`src/logic/lc3b_types.sv`:
```
package lc3b_types;

    typedef logic [15:0] lc3b_word;

    // ####################
    // opcodes and alu ops
    // ####################

    typedef enum logic [3:0] {
        op_br   = 4'b0000,
        op_add  = 4'b0001,
        op_ldb  = 4'b0010,
        op_stb  = 4'b0011,
        op_jsr  = 4'b0100,
        op_and  = 4'b0101,
        op_ldr  = 4'b0110,
        op_str  = 4'b0111,
        op_ldi  = 4'b1000,   // 1010 stays unnamed and decodes as unknown
        op_not  = 4'b1001,
        op_sti  = 4'b1011,
        op_jmp  = 4'b1100,
        op_shf  = 4'b1101,
        op_lea  = 4'b1110,
        op_trap = 4'b1111
    } lc3b_opcode;

    typedef enum logic [2:0] {
        alu_add,
        alu_and,
        alu_not,
        alu_pass,
        alu_sll,
        alu_srl,
        alu_sra
    } lc3b_aluop;

    // ####################
    // instruction word
    // ####################

    // one word seen as alu/shift format or as memory/control flow format
    typedef union packed {
        struct packed {
            lc3b_opcode  opcode;
            logic [2:0]  dr;
            logic [2:0]  sr1;
            logic        imm_flag;   // bit 5
            logic        d_flag;     // bit 4 selects shift direction
            logic [3:0]  low;
        } alu;
        struct packed {
            lc3b_opcode  opcode;
            logic [2:0]  dr;         // nzp on br and jsr flag in bit 11
            logic [2:0]  base;
            logic [5:0]  offset6;
        } mem;
    } lc3b_inst;

    typedef struct packed {
        lc3b_opcode  opcode;
        logic        load_pc;
        logic        load_ir;
        logic        load_regfile;
        logic        load_mar;
        logic        load_mdr;
        logic        load_cc;
        logic        regfile_filter_enable;
        logic        stb_filter_enable;
        logic [1:0]  pcmux_sel;
        logic        brmux_sel;
        logic        storemux_sel;
        logic        destmux_sel;
        logic [1:0]  alumux_sel;
        logic [1:0]  regfilemux_sel;
        logic [1:0]  marmux_sel;
        logic        mdrmux_sel;
        logic        offsetaddermux_sel;
        logic        offset6mux_sel;
        lc3b_aluop   aluop;
        logic        mem_read;
        logic        mem_write;
        logic        indirect_enable;
        logic [1:0]  mem_byte_enable;
        logic        is_nop;
    } lc3b_control_word;

endpackage : lc3b_types

```
`src/logic/apb_types.sv`:
```
package apb_types;

    // fetch port widths
    parameter int APB_ADDR_W = 16;
    parameter int APB_DATA_W = 16;

    typedef logic [APB_ADDR_W-1:0] apb_addr;   // byte address

endpackage : apb_types

```
`src/logic/control_rom.sv`:
```
`timescale 1ns/1ps

module control_rom
    import lc3b_types::*;
(
    input  lc3b_opcode        opcode,
    input  logic              imm_enable,
    input  logic              jsr_enable,
    input  logic              d_enable,
    input  logic              stb_high_enable,
    input  logic              is_nop,
    output lc3b_control_word  ctrl
);

    always_comb
    begin
        // defaults, all strobes off and word access
        ctrl                 = '0;
        ctrl.opcode          = opcode;
        ctrl.aluop           = alu_add;
        ctrl.mem_byte_enable = 2'b11;
        ctrl.is_nop          = is_nop;

        case (opcode)
            // ####################
            // alu and shift
            // ####################
            op_add, op_and:
            begin
                ctrl.aluop        = (opcode == op_and) ? alu_and : alu_add;
                ctrl.load_regfile = 1'b1;
                ctrl.load_cc      = 1'b1;
                if (imm_enable)
                    ctrl.alumux_sel = 2'b10;   // sext imm5 operand
            end

            op_not:
            begin
                ctrl.aluop        = alu_not;
                ctrl.load_regfile = 1'b1;
                ctrl.load_cc      = 1'b1;
            end

            op_shf:
            begin
                ctrl.alumux_sel   = 2'b11;   // imm4 shift amount
                ctrl.load_regfile = 1'b1;
                ctrl.load_cc      = 1'b1;
                if (!d_enable)
                    ctrl.aluop = alu_sll;
                else if (!imm_enable)
                    ctrl.aluop = alu_srl;   // zero fill
                else
                    ctrl.aluop = alu_sra;   // sign fill
            end

            // ####################
            // loads and stores
            // ####################
            op_ldr, op_ldb, op_ldi:
            begin
                // base + offset into mar
                ctrl.alumux_sel   = 2'b01;
                ctrl.load_mar     = 1'b1;

                ctrl.mdrmux_sel   = 1'b1;   // mdr from memory
                ctrl.load_mdr     = 1'b1;
                ctrl.mem_read     = 1'b1;

                ctrl.regfilemux_sel = 2'b01;
                ctrl.load_regfile   = 1'b1;
                ctrl.load_cc        = 1'b1;

                if (opcode == op_ldb)
                begin
                    ctrl.offset6mux_sel        = 1'b1;   // byte offset
                    ctrl.regfile_filter_enable = 1'b1;   // zext low byte
                end
                if (opcode == op_ldi)
                    ctrl.indirect_enable = 1'b1;
            end

            op_str:
            begin
                ctrl.alumux_sel   = 2'b01;
                ctrl.load_mar     = 1'b1;
                ctrl.storemux_sel = 1'b1;   // sr into mdr
                ctrl.load_mdr     = 1'b1;
                ctrl.mem_write    = 1'b1;
            end

            op_stb:
            begin
                ctrl.alumux_sel        = 2'b01;
                ctrl.load_mar          = 1'b1;
                ctrl.offset6mux_sel    = 1'b1;
                ctrl.storemux_sel      = 1'b1;
                ctrl.stb_filter_enable = 1'b1;
                ctrl.load_mdr          = 1'b1;
                ctrl.mem_write         = 1'b1;
                ctrl.mem_byte_enable   = stb_high_enable ? 2'b10 : 2'b01;
            end

            // pointer fetch first, the store itself follows the indirection
            op_sti:
            begin
                ctrl.indirect_enable = 1'b1;
                ctrl.alumux_sel      = 2'b01;
                ctrl.load_mar        = 1'b1;
                ctrl.mdrmux_sel      = 1'b1;
                ctrl.load_mdr        = 1'b1;
                ctrl.storemux_sel    = 1'b1;
            end

            op_lea:
            begin
                ctrl.regfilemux_sel = 2'b10;   // pc + sext(off9) << 1
                ctrl.load_regfile   = 1'b1;
            end

            // ####################
            // control flow
            // ####################
            op_br:
            begin
                if (!is_nop)
                begin
                    ctrl.brmux_sel = 1'b1;
                    ctrl.load_pc   = 1'b1;
                end
            end

            op_jmp:
            begin
                ctrl.pcmux_sel = 2'b10;   // base register
                ctrl.load_pc   = 1'b1;
            end

            op_jsr:
            begin
                // link into r7
                ctrl.destmux_sel    = 1'b1;
                ctrl.regfilemux_sel = 2'b11;
                ctrl.load_regfile   = 1'b1;
                ctrl.load_pc        = 1'b1;
                if (jsr_enable)
                begin
                    ctrl.offsetaddermux_sel = 1'b1;   // pc relative off11
                    ctrl.pcmux_sel          = 2'b01;
                end
                else
                    ctrl.pcmux_sel = 2'b10;   // jsrr
            end

            op_trap:
            begin
                ctrl.destmux_sel    = 1'b1;
                ctrl.regfilemux_sel = 2'b11;
                ctrl.load_regfile   = 1'b1;

                // vector table lookup then jump through mdr
                ctrl.marmux_sel     = 2'b11;
                ctrl.load_mar       = 1'b1;
                ctrl.mdrmux_sel     = 1'b1;
                ctrl.load_mdr       = 1'b1;
                ctrl.mem_read       = 1'b1;
                ctrl.pcmux_sel      = 2'b11;
                ctrl.load_pc        = 1'b1;
            end

            default:
                ctrl = '0;   // unknown opcode
        endcase
    end

endmodule : control_rom

```
`src/logic/ifetch_apb.sv`:
```
`timescale 1ns/1ps

module ifetch_apb
    import lc3b_types::*;
    import apb_types::*;
#(
    parameter apb_addr RESET_PC = 16'h0000
)
(
    input  logic      clk,
    input  logic      arst_n,
    output apb_addr   paddr,
    output logic      psel,
    output logic      penable,
    input  lc3b_word  prdata,
    input  logic      pready,
    input  logic      pslverr,
    input  logic      full,
    output logic      push_valid,
    output lc3b_word  push_word
);

    localparam logic [1:0] ST_IDLE   = 2'd0;
    localparam logic [1:0] ST_SETUP  = 2'd1;
    localparam logic [1:0] ST_ACCESS = 2'd2;

    logic [1:0] state;
    apb_addr    pc;
    logic       pwrite;
    logic       rd_done;

    assign pwrite  = 1'b0;   // fetch port only reads
    assign rd_done = (state == ST_ACCESS) && pready && !pwrite;

    // ####################
    // transfer FSM
    // ####################

    // idle waits for room, the landed word is already counted in full
    always_ff @(posedge clk or negedge arst_n)
    begin
        if (!arst_n)
        begin
            state <= ST_IDLE;
            pc    <= RESET_PC;
        end
        else
        begin
            case (state)
                ST_IDLE:
                    if (!full)
                        state <= ST_SETUP;
                ST_SETUP:
                    state <= ST_ACCESS;
                ST_ACCESS:
                    if (rd_done)
                    begin
                        state <= ST_IDLE;
                        pc    <= pc + apb_addr'(2);   // next even address
                    end
                default:
                    state <= ST_IDLE;
            endcase
        end
    end

    assign paddr   = pc;
    assign psel    = (state != ST_IDLE);
    assign penable = (state == ST_ACCESS);

    // word lands in the queue on the capture edge
    assign push_valid = rd_done;
    assign push_word  = pslverr ? lc3b_word'({APB_DATA_W{1'b0}}) : prdata;   // zero is a nop br

endmodule : ifetch_apb

```
`src/logic/inst_queue.sv`:
```
`timescale 1ns/1ps

module inst_queue
    import lc3b_types::*;
#(
    parameter int QUEUE_DEPTH = 4
)
(
    input  logic      clk,
    input  logic      arst_n,
    input  logic      push_valid,
    input  lc3b_word  push_word,
    output logic      full,
    input  logic      pop,
    output lc3b_word  q_word,
    output logic      q_empty
);

    localparam int PTR_W = $clog2(QUEUE_DEPTH);

    lc3b_word         mem [QUEUE_DEPTH];
    logic [PTR_W-1:0] wr_ptr;
    logic [PTR_W-1:0] rd_ptr;
    logic [PTR_W:0]   count;
    logic             do_push;
    logic             do_pop;

    assign full    = (count == (PTR_W+1)'(QUEUE_DEPTH));
    assign q_empty = (count == '0);
    assign q_word  = mem[rd_ptr];   // show-ahead head

    assign do_pop  = pop && !q_empty;
    assign do_push = push_valid && (!full || do_pop);   // full only takes a word alongside a pop

    always_ff @(posedge clk)
    begin
        if (do_push)
            mem[wr_ptr] <= push_word;
    end

    // pointers wrap on their own since depth is a power of two
    always_ff @(posedge clk or negedge arst_n)
    begin
        if (!arst_n)
        begin
            wr_ptr <= '0;
            rd_ptr <= '0;
            count  <= '0;
        end
        else
        begin
            if (do_push)
                wr_ptr <= wr_ptr + 1'b1;
            if (do_pop)
                rd_ptr <= rd_ptr + 1'b1;
            case ({do_push, do_pop})
                2'b10:   count <= count + 1'b1;
                2'b01:   count <= count - 1'b1;
                default: count <= count;
            endcase
        end
    end

endmodule : inst_queue

```
`src/logic/decode_stage.sv`:
```
`timescale 1ns/1ps

module decode_stage
    import lc3b_types::*;
(
    input  logic              clk,
    input  logic              arst_n,
    input  lc3b_word          q_word,
    input  logic              q_empty,
    output logic              pop,
    output lc3b_control_word  ctrl,
    output lc3b_word          ir,
    output logic              ctrl_valid,
    input  logic              ctrl_ready
);

    lc3b_inst          inst;
    lc3b_control_word  rom_ctrl;
    logic              imm_enable;
    logic              d_enable;
    logic              jsr_enable;
    logic              stb_high_enable;
    logic              is_nop;
    logic              out_free;

    // ####################
    // decode flags
    // ####################
    assign inst            = q_word;
    assign imm_enable      = inst.alu.imm_flag;
    assign d_enable        = inst.alu.d_flag;
    assign jsr_enable      = inst.mem.dr[2];      // bit 11
    assign stb_high_enable = inst.mem.offset6[0];
    assign is_nop          = (inst.mem.opcode == op_br) && (inst.mem.dr == 3'b000);   // no nzp

    control_rom u_control_rom
    (
        .opcode          (inst.alu.opcode),
        .imm_enable      (imm_enable),
        .jsr_enable      (jsr_enable),
        .d_enable        (d_enable),
        .stb_high_enable (stb_high_enable),
        .is_nop          (is_nop),
        .ctrl            (rom_ctrl)
    );

    // output register empty or being taken this cycle
    assign out_free = !ctrl_valid || ctrl_ready;
    assign pop      = out_free && !q_empty;

    always_ff @(posedge clk or negedge arst_n)
    begin
        if (!arst_n)
            ctrl_valid <= 1'b0;
        else if (out_free)
            ctrl_valid <= !q_empty;
    end

    always_ff @(posedge clk)
    begin
        if (pop)
        begin
            ctrl <= rom_ctrl;
            ir   <= q_word;
        end
    end

endmodule : decode_stage

```
`src/logic/lc3b_decode_front.sv`:
```
`timescale 1ns/1ps

module lc3b_decode_front
    import lc3b_types::*;
    import apb_types::*;
#(
    parameter apb_addr RESET_PC    = 16'h0000,
    parameter int      QUEUE_DEPTH = 4   // power of two
)
(
    input  logic              clk,
    input  logic              arst_n,
    output apb_addr           paddr,
    output logic              psel,
    output logic              penable,
    input  lc3b_word          prdata,
    input  logic              pready,
    input  logic              pslverr,
    output lc3b_control_word  ctrl,
    output lc3b_word          ir,
    output logic              ctrl_valid,
    input  logic              ctrl_ready
);

    logic      full;
    logic      push_valid;
    lc3b_word  push_word;
    lc3b_word  q_word;
    logic      q_empty;
    logic      pop;

    ifetch_apb #(.RESET_PC(RESET_PC)) u_ifetch_apb
    (
        .clk        (clk),
        .arst_n     (arst_n),
        .paddr      (paddr),
        .psel       (psel),
        .penable    (penable),
        .prdata     (prdata),
        .pready     (pready),
        .pslverr    (pslverr),
        .full       (full),
        .push_valid (push_valid),
        .push_word  (push_word)
    );

    inst_queue #(.QUEUE_DEPTH(QUEUE_DEPTH)) u_inst_queue
    (
        .clk        (clk),
        .arst_n     (arst_n),
        .push_valid (push_valid),
        .push_word  (push_word),
        .full       (full),
        .pop        (pop),
        .q_word     (q_word),
        .q_empty    (q_empty)
    );

    decode_stage u_decode_stage
    (
        .clk        (clk),
        .arst_n     (arst_n),
        .q_word     (q_word),
        .q_empty    (q_empty),
        .pop        (pop),
        .ctrl       (ctrl),
        .ir         (ir),
        .ctrl_valid (ctrl_valid),
        .ctrl_ready (ctrl_ready)
    );

endmodule : lc3b_decode_front

```
`config.mk`:
```
export PLATFORM = sky130hd
export DESIGN_NAME = lc3b_decode_front
export DESIGN_NICKNAME = d
export VERILOG_FILES = /design/src/logic/lc3b_types.sv /design/src/logic/apb_types.sv /design/src/logic/control_rom.sv /design/src/logic/ifetch_apb.sv /design/src/logic/inst_queue.sv /design/src/logic/decode_stage.sv /design/src/logic/lc3b_decode_front.sv
export SDC_FILE = /design/constraint.sdc
export NUM_CORES = 1
export LEC_CHECK = 0
export ABC_AREA = 1
export BUFFER_PORTS_ARGS = -buffer_cell sky130_fd_sc_hd__buf_4
export CAP_MARGIN = 40
export CORE_AREA = 2 2 100 126
export DETAILED_ROUTE_END_ITERATION = 7
export DIE_AREA = 0 0 102 128
export GPL_TIMING_DRIVEN = 0
export PLACE_DENSITY = 0.69
export SYNTH_ARGS = -nofsm -noshare
export SYNTH_HDL_FRONTEND = slang
export SYNTH_SLANG_ARGS = --single-unit
```
`constraint.sdc`:
```
create_clock -name clk -period 4.1 [get_ports clk]
set_input_delay 0 -clock clk [delete_from_list [all_inputs] [get_ports clk]]
set_output_delay 0 -clock clk [all_outputs]
set_load 0.01 [all_outputs]
```
* After elaboration in Yosys (flattened, before gate mapping) *
Memory sizes are Yosys's and may differ from the RTL's.
Index checks and enable logic that the tools add are counted.

operators by class
  multiplexer cells = 35
  eq/ne operators = 21
  reductions and logical operators = 32
  add/subtract/negate cells = 5

operators by type and width
  kind                                                  number
  equality test 4 bit (second input constant)           7
  one-hot mux 2 bit (3 select lines)                    4
  two-way mux 2 bit                                     9
  adder 16 x 2 -> 16 bit (second input constant)        1
  equality test 4 x 3 -> 1 bit (second input constant)  4
  two-way mux 16 bit                                    1
  two-way mux 1 bit                                     15
  OR reduction 15 bit                                   1
  OR reduction 14 bit                                   1
  OR reduction 7 bit                                    2
  OR reduction 10 bit                                   1
  one-hot mux 3 bit (3 select lines)                    1
  OR reduction 3 bit                                    3
  equality test 4 x 2 -> 1 bit (second input constant)  2
  zero test 3 bit                                       2
  one-hot mux 1 bit (2 select lines)                    3
  one-hot mux 3 bit (2 select lines)                    1
  OR reduction 2 bit                                    3
  OR reduction 6 bit                                    1
  logical AND 1 bit                                     5
  OR reduction 5 bit                                    1
  adder 2 x 1 -> 2 bit (second input constant)          2
  equality test 2 x 1 -> 1 bit (second input constant)  2
  equality test 2 bit (second input constant)           2
  other kinds (14)                                      19

word-level totals
  bits in writable memories = 64
  output and inout bits = 70
  bits in registers = 76
  memories kept = 1
  bits of input ports = 21

memory list
  name              depth  width  read ports  clocked after Yosys merged registers in  write ports  RTL line          RTL
  u_inst_queue.mem  4      16     1           0                                        1            inst_queue.sv:21  lc3b_word mem [QUEUE_DEPTH];

* Depth between registers and ports, before layout *
  depth after elaboration = 8
  mapped depth = 10
  depth with buffers taken out = 10

* Cells and area by module *
From an unflattened synthesis, not the netlist that was laid out.

second synthesis, totals
  cells, all modules = 500
  area total of the unflattened synthesis = 5,818.1 µm²

by module, submodules not included
  module        sequential area each (µm²)  instances  area each (µm²)  cells an instance
  inst_queue    2,097.0                     1          2,816.5          209
  decode_stage  1,556.5                     1          1,599.0          63
  ifetch_apb    425.4                       1          1,033.5          147
  control_rom   0.0                         1          369.1            81

* Least setup slack after synthesis *
OpenSTA, ideal clock, no wires.

  path kind = register to register
  start point = register u_inst_queue.count[0]
  end point = register u_inst_queue.count[2]
  data arrival time = 2.627 ns
  period minus slack after synthesis = 2.752 ns
  path buffers = 0
  data required time = 3.976 ns
  setup time = 0.124 ns
  stages on the path, launching flop included = 8
  path slack = 1.348 ns
  path through = dfrtp_1 o31ai_1 inv_1 ha_1 fa_1 a21oi_1 o21ai_0 xnor2_1

between the ends
  longest elaborated chain between the ends = 8
  elaborated cells on any way between the ends = 14

ends and longest elaborated chain
  item                                                                      RTL line                 RTL
  from (decl)                                                               inst_queue.sv:24         logic [PTR_W:0] count;
  from (signal assigned)                                                    inst_queue.sv:57         2'b10: count <= count + 1'b1;
  from (signal assigned)                                                    inst_queue.sv:58         2'b01: count <= count - 1'b1;
  from (signal assigned)                                                    inst_queue.sv:59         default: count <= count;
  zero test 3 bit *                                                         inst_queue.sv:29         assign q_empty = (count == '0);
  zero test 1 bit *                                                         decode_stage.sv:49       assign pop = out_free && !q_empty;
  logical AND 1 bit *                                                       decode_stage.sv:49
  named net pop                                                             lc3b_decode_front.sv:30  logic pop;
  logical AND 1 bit *                                                       inst_queue.sv:32         assign do_pop = pop && !q_empty;
  logical OR 1 bit                                                          inst_queue.sv:33         assign do_push = push_valid && (!full || do_pop);
  logical AND 1 bit                                                         inst_queue.sv:33
  equality test 2 x 1 -> 1 bit or equality test 2 bit (tied branches)       inst_queue.sv:56         case ({do_push, do_pop})
  one-hot mux 3 bit (2 select lines) or nonzero test 2 bit (tied branches)  -

Mark *: on every way through the listed nets, which the timed path passes. The rest lies on a longest branch.
A chain may end at the register's enable or synchronous reset.

* Final worst setup path *
Same ends and word-level chain as after synthesis.

==> metrics.txt <==
Reg clk slew, reported paths=about 0.06 ns; Root Buffer=clkbuf_16; worst-margin pin slew=between 0.6 and 0.7 ns; Sink Count=between 100 and 150; Min-Delay Path Class=in -> async; full die area=approximately 0.013 mm2; YS warnings=0; vias in the first global route=3912; Synth area leaders=edfxtp_1 58%, dfrtp_1 11%, nand2_1 6.7%; total iterations of the first detailed-routing run=4; vias per cell=4.79; first-pass GRT wire length=18500 um; Worst setup EP type=register; sequential share of the synthesized area=0.692; Max-slew headroom=0.600; Clock Power Share=0.258; Fin Setup TNS=0 ns; Via Count=slightly below 4000; Worst Path Max Fanout=22; hold bufs inserted after CTS=19; cell taking the most area after synthesis=edfxtp_1; Syn Inst Count=between 500 and 600; WS Path Type=reg -> reg; Ant. Diodes=0; post-cts repair resize count=0; DRC=0; Switch Pwr=slightly below 2 mW; Initial Utilization=0.483; Yosys reg bits=around 140; die height=128 um; Crit path depth=7; total setup buffers inserted after CTS=0; critical path arrival=around 2.9 ns; buffers and inverters on the worst path=1; top cell type's share of synthesized area=0.583; CP Data Required Time=between 4 and 5 ns; share of post-route cells with drive strength above 1=0.258; grt total ovfl=0; Fillers=approximately 990; ys flop type=edfxtp_1; io pins=between 90 and 100; clock skew=approximately 0.0076 ns; internal power=3.79 mW; Post-DRT Antenna Nets=0; HPWL after DPL=around 8000 um; synthesized area=a little under 0.006 mm2; r2r worst-path depth=7; leakage=around 3.3 nW; Final nets=between 600 and 700; CP Cell Sequence=o31ai_1 -> inv_2 -> ha_1 -> fa_1 -> a21oi_1 -> o21ai_0 -> xnor2_1; H-tree levels=4; outcome=finished clean; Max Cap Violations=0; clock period minus worst slack=around 2.6 ns; Unique masters post-synth=32; final cycle utilization of the critical path=0.626; # setup viols final=0; Starting DRT DRC Count=roughly 210; Hold Vio Cnt, Final=0; CORE AREA=~0.012 mm2; I/O Buffers=87; sw frac=0.340; CTS max path bufs=2; pwr dens=approximately 770 mW/mm2; RSZ-0062 raised after global routing=no; Pwr Total=between 5 and 6 mW; row cnt=45; startpoint class of the critical path=register; VDD IR-drop max=~0.43 mV; Worst path max stage delay=0.52 ns; Max Clock Freq=just under 0.4 GHz; Max Slew Vio Count=0; initial antenna violation count=0; Avg Synthesized Cell Area=~11 um2; CP max stage cell=o31ai_1; delay-heaviest family, CP=compound AO/OA/AOI/OAI gates; area grow syn2layout=29.8%; WL/cell=roughly 14 um; Die X=between 100 and 150 um; placer congestion estimate=0.826; Seq pwr share=0.383; clock tree from TritonCTS=done; R2R Setup Slk=~1.5 ns; WL final=11400 um; Async S/R FF share, synth=0.182; Gate power share=0.358; pin count of the biggest net entering global routing=30; Tot GR Track Use=0.188; Post-synth EDFFs=112; worst-skew pair later-pin latency=a little over 0.4 ns; CTS buffer count=17
-- stage by stage --
step                      hold slack (ns)  setup WS (ns)  std cells  instance area (um2)   util
after global routing               0.0630           1.23        816                 7480  0.627
final                              0.0295           1.53        816                 7480  0.627
after global placement            -0.0794          0.842        760                 6630  0.555
after CTS                          0.0311           1.52        816                 7480  0.627
after floorplan                    -0.296           1.35        509                 5770      -
after detailed placement          -0.0707           1.54        765                 6710  0.562
-- path summary, 6_finish.rpt --
path                                         from                       to
max                         u_inst_queue.count[0]    u_inst_queue.count[2]
min                                        arst_n    u_inst_queue.count[2]
max reg2reg                 u_inst_queue.count[0]    u_inst_queue.count[2]
min reg2reg                u_ifetch_apb.paddr[12]   u_ifetch_apb.paddr[12]
max in group asynchronous                  arst_n    u_ifetch_apb.paddr[8]
min in group clk                          pslverr  u_inst_queue.mem[1][15]
-- final cells by class --
type                            count  area, um2  area share
Sequential cell                   137       3990       0.533
Multi-Input combinational cell    289       1440       0.193
Timing Repair Buffer              111        912       0.122
Clock buffer                       24        492      0.0657
Inverter                           67        251      0.0336
Tap cell                          164        205      0.0274
Buffer                             16       97.6      0.0130
Clock inverter                      8       93.8      0.0125
-- layout by cell type, fill, tap and decap left out, types with 2 or more instances in the layout --
cell type / count
nand3b_1: 2
clkbuf_16: 17
xnor2_1: 5
buf_2: 6
buf_4: 93
xor2_1: 11
dlygate4sd3_1: 19
edfxtp_1: 112
nor2_4: 3
clkinv_2: 2
clkbuf_8: 4
a21oi_1: 8
dfrtp_1: 25
clkinv_1: 2
nand3_1: 32
inv_2: 11
o21ai_0: 16
inv_1: 56
o22ai_1: 6
clkbuf_1: 6
nor3_2: 2
nand2_1: 103
buf_6: 4
nor2_1: 57
nor2_2: 8
nor3_1: 7
conb_1: 2
ha_1: 6
bufinv_16: 2
o21ai_1: 4
nand2_2: 10
-- power by group through the flow --
stage / Sequential (mW) / Clock (mW) / Combinational, mW
detailed placement: 2.24 / 0 / 2.06
floorplan: 2.35 / 0 / 1.09
global placement: 2.23 / 0 / 1.96
finish: 2.20 / 1.48 / 2.06
CTS: 2.21 / 1.51 / 2.09
global route: 2.25 / 1.57 / 2.30
-- cell families after synthesis --
group                    after synthesis  share of synthesized area
XOR/XNOR                              16                     0.0243
other                                  1                   0.000650
flip-flops                           137                      0.692
buffers and inverters                 83                     0.0605
AND/OR/NAND/NOR                      226                      0.170
AO/OA/AOI/OAI                         38                     0.0360
adder cells (fa/ha/maj)                7                     0.0165
-- state kept, by name, indices dropped and copies added, names as in the netlist --
name and cells:
u_decode_stage.ctrl 32, u_decode_stage.ctrl_valid 1, u_decode_stage.ir 16, u_ifetch_apb.paddr 15
u_ifetch_apb.state 2, u_inst_queue.count 3, u_inst_queue.mem 64, u_inst_queue.rd_ptr 2
u_inst_queue.wr_ptr 2
-- worst register-to-register path, cell delays in order, from the launching register on --
cell     delay, ns
dfrtp_1       0.44
o31ai_1       0.52
inv_2         0.38
ha_1          0.35
fa_1          0.38
a21oi_1       0.12
o21ai_0       0.11
xnor2_1       0.15
-- cell usage after synthesis, types with 3 or more instances --
master / count
edfxtp_1: 112
nand2_1: 103
nor2_1: 61
inv_1: 57
nand3_1: 32
dfrtp_1: 25
o21ai_0: 16
xor2_1: 11
inv_2: 10
nand2_2: 10
a21oi_1: 8
nor3_1: 7
buf_2: 6
buf_4: 6
ha_1: 6
o22ai_1: 6
xnor2_1: 5
nor2_2: 4
o21ai_1: 4
clkbuf_1: 3
nor2_4: 3
-- layer usage --
layer | track usage | share of wire | vias up
met1 | 0.211 | 0.40 | 1859
li1 | - | - | 1937
met2 | 0.335 | 0.55 | 104
met3 | 0.0507 | 0.039 | 10
met5 | 0 | 0 | -
met4 | 0.0729 | 0.011 | 0
Note: power is estimated with default switching activity, not from simulation.
